### src/vlsu_config.svh
//////////////////////////////////////////////////////////////////////
// Configuration macros for the vector load/store unit
// Word width, register file geometry and load ids in flight
//////////////////////////////////////////////////////////////////////

`ifndef VLSU_CONFIG_SVH
`define VLSU_CONFIG_SVH

// Memory and register file word width in bits
`define VLSU_ELEN 32

// Register file geometry
`define VLSU_NR_VREGS 8
`define VLSU_VREG_WORDS 8

// Reorder buffer entries, one per load id
`define VLSU_NR_OUTSTANDING 4

`endif
### src/vlsu_pkg.sv
//////////////////////////////////////////////////////////////////////
// Shared types of the vector load/store unit
//////////////////////////////////////////////////////////////////////

`include "vlsu_config.svh"

package vlsu_pkg;

  // One memory / register file word and its byte enable
  typedef logic [`VLSU_ELEN-1:0]   elen_t;
  typedef logic [`VLSU_ELEN/8-1:0] strb_t;

  // Register number, and register number followed by word index
  typedef logic [$clog2(`VLSU_NR_VREGS)-1:0]                     vreg_idx_t;
  typedef logic [$clog2(`VLSU_NR_VREGS*`VLSU_VREG_WORDS)-1:0]    vreg_addr_t;

  // Byte count within one register, one extra bit so a full register fits
  typedef logic [$clog2(`VLSU_VREG_WORDS*`VLSU_ELEN/8):0]        vlen_t;

  // Load id, also a reorder buffer slot
  typedef logic [$clog2(`VLSU_NR_OUTSTANDING)-1:0]               id_t;

  typedef enum logic {
    OP_VLE = 1'b0,
    OP_VSE = 1'b1
  } lsu_op_e;

  // Encoded as log2 of the element bytes
  typedef enum logic [1:0] {
    EW_8  = 2'b00,
    EW_16 = 2'b01,
    EW_32 = 2'b10
  } vsew_e;

endpackage

### src/vlsu_top.sv
//////////////////////////////////////////////////////////////////////
// Load/store unit top level
// Controller plus register file, command and memory ports
//////////////////////////////////////////////////////////////////////

`timescale 1ns/10ps

module vlsu_top
  import vlsu_pkg::*;
(
  input  logic      clk_i,
  input  logic      rst_i,
  // Command port
  input  logic      cmd_valid_i,
  input  lsu_op_e   cmd_op_i,
  input  vreg_idx_t cmd_vd_i,
  input  elen_t     cmd_rs1_i,
  input  vlen_t     cmd_vl_i,
  input  vsew_e     cmd_vsew_i,
  output logic      cmd_ready_o,
  // Memory request
  output logic      mem_valid_o,
  input  logic      mem_ready_i,
  output elen_t     mem_addr_o,
  output logic      mem_we_o,
  output strb_t     mem_strb_o,
  output elen_t     mem_wdata_o,
  output id_t       mem_id_o,
  // Memory result
  input  logic      mem_result_valid_i,
  input  id_t       mem_result_id_i,
  input  elen_t     mem_rdata_i
);

  logic       vrf_re;
  vreg_addr_t vrf_raddr;
  elen_t      vrf_rdata;
  logic       vrf_rvalid;
  logic       vrf_we;
  vreg_addr_t vrf_waddr;
  elen_t      vrf_wdata;
  strb_t      vrf_wbe;

  vlsu i_vlsu (
    .clk_i             (clk_i),
    .rst_i             (rst_i),
    .cmd_valid_i       (cmd_valid_i),
    .cmd_op_i          (cmd_op_i),
    .cmd_vd_i          (cmd_vd_i),
    .cmd_rs1_i         (cmd_rs1_i),
    .cmd_vl_i          (cmd_vl_i),
    .cmd_vsew_i        (cmd_vsew_i),
    .cmd_ready_o       (cmd_ready_o),
    .mem_valid_o       (mem_valid_o),
    .mem_ready_i       (mem_ready_i),
    .mem_addr_o        (mem_addr_o),
    .mem_we_o          (mem_we_o),
    .mem_strb_o        (mem_strb_o),
    .mem_wdata_o       (mem_wdata_o),
    .mem_id_o          (mem_id_o),
    .mem_result_valid_i(mem_result_valid_i),
    .mem_result_id_i   (mem_result_id_i),
    .mem_rdata_i       (mem_rdata_i),
    .vrf_re_o          (vrf_re),
    .vrf_raddr_o       (vrf_raddr),
    .vrf_rdata_i       (vrf_rdata),
    .vrf_rvalid_i      (vrf_rvalid),
    .vrf_we_o          (vrf_we),
    .vrf_waddr_o       (vrf_waddr),
    .vrf_wdata_o       (vrf_wdata),
    .vrf_wbe_o         (vrf_wbe)
  );

  vector_regfile i_vector_regfile (
    .clk_i   (clk_i),
    .rst_i   (rst_i),
    .re_i    (vrf_re),
    .raddr_i (vrf_raddr),
    .rdata_o (vrf_rdata),
    .rvalid_o(vrf_rvalid),
    .we_i    (vrf_we),
    .waddr_i (vrf_waddr),
    .wdata_i (vrf_wdata),
    .wbe_i   (vrf_wbe)
  );

endmodule

### src/vector_regfile.sv
//////////////////////////////////////////////////////////////////////
// Vector register file
// Registered reads with a valid strobe, byte-enabled writes
//////////////////////////////////////////////////////////////////////

`timescale 1ns/10ps

`include "vlsu_config.svh"

module vector_regfile
  import vlsu_pkg::*;
(
  input  logic       clk_i,
  input  logic       rst_i,
  // Read port
  input  logic       re_i,
  input  vreg_addr_t raddr_i,
  output elen_t      rdata_o,
  output logic       rvalid_o,
  // Write port
  input  logic       we_i,
  input  vreg_addr_t waddr_i,
  input  elen_t      wdata_i,
  input  strb_t      wbe_i
);

  localparam int unsigned NR_WORDS = `VLSU_NR_VREGS * `VLSU_VREG_WORDS;

  elen_t mem_q [NR_WORDS];
  elen_t rdata_q;
  logic  rvalid_q;

  always_ff @(posedge clk_i) begin
    if (we_i) begin
      for (int b = 0; b < $bits(strb_t); b++) begin
        if (wbe_i[b]) begin
          mem_q[waddr_i][8*b +: 8] <= wdata_i[8*b +: 8];
        end
      end
    end
  end

  always_ff @(posedge clk_i) begin
    if (re_i) begin
      rdata_q <= mem_q[raddr_i];
    end
  end

  // Data shows up one cycle after the strobe
  always_ff @(posedge clk_i) begin
    if (rst_i) begin
      rvalid_q <= 1'b0;
    end else begin
      rvalid_q <= re_i;
    end
  end

  assign rdata_o  = rdata_q;
  assign rvalid_o = rvalid_q;

endmodule

### src/vlsu.sv
//////////////////////////////////////////////////////////////////////
// Vector load/store controller
// Address generation, byte counters, tail strobes, buffer steering
//////////////////////////////////////////////////////////////////////

`timescale 1ns/10ps

`include "vlsu_config.svh"

module vlsu
  import vlsu_pkg::*;
(
  input  logic       clk_i,
  input  logic       rst_i,
  // Command port
  input  logic       cmd_valid_i,
  input  lsu_op_e    cmd_op_i,
  input  vreg_idx_t  cmd_vd_i,
  input  elen_t      cmd_rs1_i,
  input  vlen_t      cmd_vl_i,
  input  vsew_e      cmd_vsew_i,
  output logic       cmd_ready_o,
  // Memory request
  output logic       mem_valid_o,
  input  logic       mem_ready_i,
  output elen_t      mem_addr_o,
  output logic       mem_we_o,
  output strb_t      mem_strb_o,
  output elen_t      mem_wdata_o,
  output id_t        mem_id_o,
  // Memory result
  input  logic       mem_result_valid_i,
  input  id_t        mem_result_id_i,
  input  elen_t      mem_rdata_i,
  // Register file
  output logic       vrf_re_o,
  output vreg_addr_t vrf_raddr_o,
  input  elen_t      vrf_rdata_i,
  input  logic       vrf_rvalid_i,
  output logic       vrf_we_o,
  output vreg_addr_t vrf_waddr_o,
  output elen_t      vrf_wdata_o,
  output strb_t      vrf_wbe_o
);

  localparam vlen_t       WORD_BYTES = vlen_t'(`VLSU_ELEN / 8);
  localparam int unsigned WB_SHIFT   = $clog2(`VLSU_ELEN / 8);
  localparam int unsigned WIDX_W     = $clog2(`VLSU_VREG_WORDS);
  localparam int unsigned VREG_BYTES = `VLSU_VREG_WORDS * `VLSU_ELEN / 8;

  // Strobe for the bytes still to move, all ones unless this is the tail
  function automatic strb_t tail_strb(vlen_t rem);
    strb_t strb;
    strb = '1;
    if (rem < WORD_BYTES) begin
      strb = strb_t'((1 << rem) - 1);
    end
    return strb;
  endfunction

  // Latched command
  lsu_op_e   op_q;
  vreg_idx_t vd_q;
  elen_t     rs1_q;
  vlen_t     bytes_q;

  logic [$bits(vlen_t)+1:0] cmd_bytes;
  logic  new_req;
  logic  st_first;
  logic  is_load;
  logic  mem_busy;
  logic  vreg_busy;

  vlen_t mem_cnt;
  vlen_t vreg_cnt;
  logic  mem_fire;
  logic  vreg_cnt_en;
  vreg_addr_t vreg_addr;

  // Reorder buffer
  logic  buf_id_req;
  id_t   buf_id;
  logic  buf_push;
  id_t   buf_push_id;
  elen_t buf_wdata;
  logic  buf_pop;
  logic  buf_valid;
  elen_t buf_rdata;
  logic  buf_full;
  logic  buf_empty;
  id_t   rd_id_q;

  //////////////////////////////////////////////////////////////////////
  // Command
  //////////////////////////////////////////////////////////////////////

  assign cmd_bytes   = {2'b00, cmd_vl_i} << cmd_vsew_i;
  assign is_load     = (op_q == OP_VLE);
  assign mem_busy    = (mem_cnt < bytes_q);
  assign vreg_busy   = (vreg_cnt < bytes_q);
  assign cmd_ready_o = ~mem_busy & ~vreg_busy;
  assign new_req     = cmd_valid_i & cmd_ready_o;

  // Stores read their first word in the command cycle
  assign st_first = new_req & (cmd_op_i == OP_VSE) & (cmd_vl_i != '0);

  always_ff @(posedge clk_i) begin
    if (rst_i) begin
      op_q    <= OP_VLE;
      bytes_q <= '0;
    end else if (new_req) begin
      op_q    <= cmd_op_i;
      bytes_q <= vlen_t'(cmd_bytes);
    end
  end

  always_ff @(posedge clk_i) begin
    if (new_req) begin
      vd_q  <= cmd_vd_i;
      rs1_q <= cmd_rs1_i;
    end
    // Id of the read now in flight, pushed when rvalid returns
    if (vrf_re_o) begin
      rd_id_q <= buf_id;
    end
  end

  //////////////////////////////////////////////////////////////////////
  // Counters
  //////////////////////////////////////////////////////////////////////

  delta_counter i_mem_counter (
    .clk_i  (clk_i),
    .rst_i  (rst_i),
    .clear_i(new_req),
    .en_i   (mem_fire),
    .delta_i(WORD_BYTES),
    .q_o    (mem_cnt)
  );

  delta_counter i_vreg_counter (
    .clk_i  (clk_i),
    .rst_i  (rst_i),
    .clear_i(new_req),
    .en_i   (vreg_cnt_en),
    .delta_i(WORD_BYTES),
    .q_o    (vreg_cnt)
  );

  // Only one of the two is active for a given operation
  assign vreg_cnt_en = vrf_we_o | vrf_re_o;

  //////////////////////////////////////////////////////////////////////
  // Register file side
  //////////////////////////////////////////////////////////////////////

  assign vreg_addr   = {vd_q, vreg_cnt[WB_SHIFT +: WIDX_W]};

  assign vrf_re_o    = st_first | (~is_load & vreg_busy & ~buf_full);
  assign vrf_raddr_o = st_first ? {cmd_vd_i, {WIDX_W{1'b0}}} : vreg_addr;

  // Loads drain the buffer head into the register file
  assign vrf_we_o    = is_load & vreg_busy & buf_valid;
  assign vrf_waddr_o = vreg_addr;
  assign vrf_wdata_o = buf_rdata;
  assign vrf_wbe_o   = tail_strb(bytes_q - vreg_cnt);

  //////////////////////////////////////////////////////////////////////
  // Memory side
  //////////////////////////////////////////////////////////////////////

  assign mem_valid_o = mem_busy & (is_load ? ~buf_full : buf_valid);
  assign mem_fire    = mem_valid_o & mem_ready_i;
  assign mem_addr_o  = rs1_q + elen_t'(mem_cnt);
  assign mem_we_o    = ~is_load;
  assign mem_strb_o  = tail_strb(bytes_q - mem_cnt);
  assign mem_wdata_o = buf_rdata;
  assign mem_id_o    = is_load ? buf_id : id_t'(mem_cnt >> WB_SHIFT);

  //////////////////////////////////////////////////////////////////////
  // Reorder buffer
  //////////////////////////////////////////////////////////////////////

  // Load ids at request time, store ids at register read time
  assign buf_id_req  = vrf_re_o | (is_load & mem_fire);
  assign buf_push    = is_load ? mem_result_valid_i : vrf_rvalid_i;
  assign buf_push_id = is_load ? mem_result_id_i : rd_id_q;
  assign buf_wdata   = is_load ? mem_rdata_i : vrf_rdata_i;
  assign buf_pop     = is_load ? vrf_we_o : mem_fire;

  reorder_buffer i_reorder_buffer (
    .clk_i    (clk_i),
    .rst_i    (rst_i),
    .id_req_i (buf_id_req),
    .id_o     (buf_id),
    .push_i   (buf_push),
    .push_id_i(buf_push_id),
    .data_i   (buf_wdata),
    .pop_i    (buf_pop),
    .valid_o  (buf_valid),
    .data_o   (buf_rdata),
    .full_o   (buf_full),
    .empty_o  (buf_empty)
  );

  //////////////////////////////////////////////////////////////////////
  // Assertions
  //////////////////////////////////////////////////////////////////////

  a_base_aligned : assert property (
    @(posedge clk_i) disable iff (rst_i)
    new_req |-> (cmd_rs1_i[WB_SHIFT-1:0] == '0)
  ) else $error("vlsu: base address is not word aligned");

  a_bytes_fit : assert property (
    @(posedge clk_i) disable iff (rst_i)
    new_req |-> (cmd_bytes <= VREG_BYTES)
  ) else $error("vlsu: byte count exceeds one register");

  // Previous operation must have drained every buffered word
  a_idle_empty : assert property (
    @(posedge clk_i) disable iff (rst_i)
    new_req |-> buf_empty
  ) else $error("vlsu: command taken with words left in the buffer");

endmodule

### src/reorder_buffer.sv
//////////////////////////////////////////////////////////////////////
// Reorder buffer for memory words
// Hands out ids, takes writes by id, releases words in id order
//////////////////////////////////////////////////////////////////////

`timescale 1ns/10ps

`include "vlsu_config.svh"

module reorder_buffer
  import vlsu_pkg::*;
(
  input  logic  clk_i,
  input  logic  rst_i,
  // Id allocation
  input  logic  id_req_i,
  output id_t   id_o,
  // Write by id
  input  logic  push_i,
  input  id_t   push_id_i,
  input  elen_t data_i,
  // In-order release
  input  logic  pop_i,
  output logic  valid_o,
  output elen_t data_o,
  output logic  full_o,
  output logic  empty_o
);

  localparam int unsigned DEPTH = `VLSU_NR_OUTSTANDING;
  localparam int unsigned CNT_W = $clog2(DEPTH) + 1;

  elen_t            data_q [DEPTH];
  logic [DEPTH-1:0] valid_q;
  id_t              head_q;
  id_t              tail_q;
  logic [CNT_W-1:0] count_q;

  logic             do_alloc;
  logic             do_pop;
  logic [CNT_W-1:0] push_ofs;

  assign do_alloc = id_req_i & ~full_o;
  assign do_pop   = pop_i & valid_o;

  always_ff @(posedge clk_i) begin
    if (rst_i) begin
      valid_q <= '0;
      head_q  <= '0;
      tail_q  <= '0;
      count_q <= '0;
    end else begin
      if (do_alloc) begin
        tail_q <= tail_q + id_t'(1);
      end
      if (do_pop) begin
        valid_q[head_q] <= 1'b0;
        head_q          <= head_q + id_t'(1);
      end
      // Never hits the head slot while it is being released
      if (push_i) begin
        valid_q[push_id_i] <= 1'b1;
      end
      count_q <= count_q + CNT_W'(do_alloc) - CNT_W'(do_pop);
    end
  end

  always_ff @(posedge clk_i) begin
    if (push_i) begin
      data_q[push_id_i] <= data_i;
    end
  end

  assign id_o    = tail_q;
  assign valid_o = valid_q[head_q];
  assign data_o  = data_q[head_q];
  assign full_o  = (count_q == CNT_W'(DEPTH));
  assign empty_o = (count_q == '0);

  //////////////////////////////////////////////////////////////////////
  // Assertions
  //////////////////////////////////////////////////////////////////////

  // Distance of the written slot from the oldest allocated id
  assign push_ofs = {1'b0, push_id_i - head_q};

  a_push_allocated : assert property (
    @(posedge clk_i) disable iff (rst_i)
    push_i |-> (push_ofs < count_q) && !valid_q[push_id_i]
  ) else $error("reorder_buffer: write to a slot that is not allocated");

  a_pop_valid : assert property (
    @(posedge clk_i) disable iff (rst_i)
    pop_i |-> valid_o
  ) else $error("reorder_buffer: release while the head is not valid");

endmodule

### src/delta_counter.sv
//////////////////////////////////////////////////////////////////////
// Byte position counter with clear and variable step
//////////////////////////////////////////////////////////////////////

`timescale 1ns/10ps

module delta_counter
  import vlsu_pkg::*;
(
  input  logic  clk_i,
  input  logic  rst_i,
  input  logic  clear_i,
  input  logic  en_i,
  input  vlen_t delta_i,
  output vlen_t q_o
);

  vlen_t count_q;

  always_ff @(posedge clk_i) begin
    if (rst_i) begin
      count_q <= '0;
    end else if (clear_i) begin
      // A step in the clear cycle counts as the first one
      count_q <= en_i ? delta_i : '0;
    end else if (en_i) begin
      count_q <= count_q + delta_i;
    end
  end

  assign q_o = count_q;

endmodule

### config.mk
export PLATFORM = sky130hd
export DESIGN_NAME = vlsu_top
export DESIGN_NICKNAME = d
export VERILOG_FILES = /design/src/vlsu_pkg.sv /design/src/vlsu_top.sv /design/src/vector_regfile.sv /design/src/vlsu.sv /design/src/reorder_buffer.sv /design/src/delta_counter.sv
export VERILOG_INCLUDE_DIRS = /design/src
export SDC_FILE = /design/constraint.sdc
export NUM_CORES = 2
export LEC_CHECK = 0
export ABC_AREA = 1
export BUFFER_PORTS_ARGS = -buffer_cell sky130_fd_sc_hd__buf_4
export CORE_ASPECT_RATIO = 1.75
export CORE_MARGIN = 5
export CORE_UTILIZATION = 45
export CTS_BUF_LIST = sky130_fd_sc_hd__clkbuf_8
export DETAILED_ROUTE_END_ITERATION = 12
export PLACE_DENSITY_LB_ADDON = 0.1
export SKIP_LAST_GASP = 1
export SLEW_MARGIN = 0
export SYNTH_ARGS = -nofsm -noshare
export SYNTH_HDL_FRONTEND = slang
export SYNTH_HIERARCHICAL = 1
export SYNTH_SLANG_ARGS = --single-unit
export TNS_END_PERCENT = 1
### constraint.sdc
create_clock -name clk_i -period 9.15 [get_ports clk_i]
set_input_delay 0.4575 -clock clk_i [delete_from_list [all_inputs] [get_ports clk_i]]
set_output_delay 0.4575 -clock clk_i [all_outputs]
set_load 0.05 [all_outputs]
==> impl_metrics.tcl <==
set metrics [dict create \
    grt.overflow.total 0 \
    fp.dieArea_um2 220000 \
    num_rows 222 \
    route.vias.total 63800 \
    syn_area_um2 94500 \
    avgSynthCellArea_um2 11.6 \
    final.period_utilization 0.651 \
    worstPathRequired_ps 9970 \
    p_leak_nw 37.1 \
    cp-startpoint "i_vlsu/i_vreg_counter/q_o[4]$_SDFFE_PP0P_" \
    pin_count 156 \
    syn_to_final_growth_pct 11.3 \
    stdcell_area_um2 105000 \
    worst_skew_pair.late_latency_ps 970 \
    final_common_cell "nand2_1" \
    drtIter0Drc 6071 \
    vias_per_cell 5.59 \
    nNetsFinal 8469 \
    peakVddDrop_v 0.000239 \
    worst_pin_slew_ps 1280 \
    powerDensity_nw_per_um2 268 \
    end_kind "flop" \
    multiInputGateArea_um2 23900 \
    slew_headroom 0.149 \
    grt_pass1_vias 63300 \
    slew_violations 0 \
    status "completed" \
    drv_cap 0 \
    antenna_found_initial 12 \
    r2r-start "i_vlsu/i_vreg_counter/q_o[4]$_SDFFE_PP0P_" \
    tns_ps 0 \
    rsz0062_at_grt "false" \
    layout_setup_ws_ps 3190 \
    hpwl_um 175000 \
    most-common-layout-cells "nand2_1 (2560), edfxtp_1 (2245), nand3_1 (1952)" \
    coreArea_um2 209000 \
    cts_tree "yes" \
    max_freq_ghz 0.168 \
    fin_skew_ps 59.9 \
    cts.sinks 2278 \
    htree_levels 5 \
    cp_max_fo 152 \
    post-place-ws_ps 3390 \
    hold_path_class "in -> reg" \
    root_buffer "clkbuf_8" \
    die_w_um 356 \
    drc_errors 0 \
    layout-drive-gt1-share 0.0882 \
    start_util 0.452 \
    register_area_um2 68100 \
    wl_um 296000 \
    grt_pass1_wl_um 428000 \
    yosysWarningCount 6 \
    grt_usage 0.264 \
    setup_viol 0 \
    netlist_instances 8172 \
    die_y_um 616 \
    cp.arrival_ps 6780 \
    detail_route.wl_per_cell_um 26.0 \
    drt_first_pass_iters 8 \
    grt_max_degree 209 \
    cts_max_path_buffers 4 \
    start_kind "flop" \
    antenna_left 0 \
    nFillCells 18700 \
    path_class "reg -> reg" \
    gp_congestion 0.879 \
    placed_cell_area_um2 98000 \
    holdWs_ps 80.2 \
    min_from "mem_ready_i" \
    cts_resized 0 \
    finalWorstPathRequiredPeriod_ps 5960 \
    finalPower_w 0.0281 \
    clk_pin_slew_ps 70 \
    hold_viol_final 0 \
    io_buffers 155 \
    cts-buffers-inserted 336 \
]
==> routing by layer <==
layer	vias to the layer above	track usage	share of wire
met1	31600	0.321	0.37
li1	29100	-	-
met4	2	0.140	0.059
met3	625	0.0364	0.067
met2	2468	0.456	0.50
met5	-	0	0.000044
==> area by class of cell <==
type | instances | share of cell area
multi-input cells | 5267 | 0.227
inverters | 120 | 0.00464
diodes | 12 | 0.000286
well taps | 2800 | 0.0333
repair buffers | 341 | 0.0284
clock buffers | 351 | 0.0459
flip-flops and latches | 2278 | 0.647
clock inverters | 240 | 0.0127
==> path summary, 6_finish.rpt <==
check / endpoint / slack (ps) / cells past startpoint
setup reg to reg: i_vector_regfile/rdata_o[8]$_DFFE_PP_ / 3190 / 23
hold reg to reg: i_vlsu/i_reorder_buffer/valid_q[1]$_SDFF_PP0_ / 470 / 2
hold / removal: i_vlsu/i_mem_counter/q_o[3]$_SDFFE_PP0P_ / 80 / 4
setup / recovery: i_vector_regfile/rdata_o[8]$_DFFE_PP_ / 3190 / 23
==> registers in the layout (all words and copies together) (netlist names), 3 cells and up, named ones only <==
name	flops
i_vlsu/bytes_q	6
i_vlsu/vd_q	3
i_vlsu/i_reorder_buffer/valid_q	4
i_vlsu/i_vreg_counter/q_o	6
i_vlsu/i_reorder_buffer/count_q	3
i_vlsu/rs1_q	32
i_vlsu/i_reorder_buffer/data_q	128
i_vlsu/i_mem_counter/q_o	6
i_vector_regfile/rdata_o	32
i_vector_regfile/mem_q	2048
==> critical path, cell delays in order (launching register included) <==
cell	delay, ps
dfxtp_1	470
inv_1	150
ha_1	380
nand2_1	90
inv_2	80
nand3_1	70
nand3_1	120
nand2_4	100
nand2_4	100
nor2_8	130
nand3_4	160
inv_2	100
nor2_4	270
buf_12	520
buf_4	960
buf_4	850
nand2_1	110
nand3_1	120
nand3_1	100
nand3_1	130
nand3_1	160
nand2_1	110
nand2_1	50
nand2_1	100
==> through the flow <==
step / cells / util
final: 11400 / 0.503
after global routing: 11400 / 0.503
after CTS: 11400 / 0.503
after detailed placement: 10700 / 0.469
after global placement: 10700 / 0.469
after floorplan: 8196 / -
==> what timing repair did <==
item / 4_1_cts / 5_1_grt
buffers inserted: 0 / 0
hold buffers: 90 / 0
hold endpoints to repair: 196 / 0
==> power by group <==
part	total (W)	switching (W)	internal, W
sequential	0.0128	0.000350	0.0125
combinational	0.00748	0.00579	0.00169
clock	0.00781	0.00389	0.00392
total	0.0281	0.0100	0.0181
No activity file was read; power rests on OpenSTA's default activity.
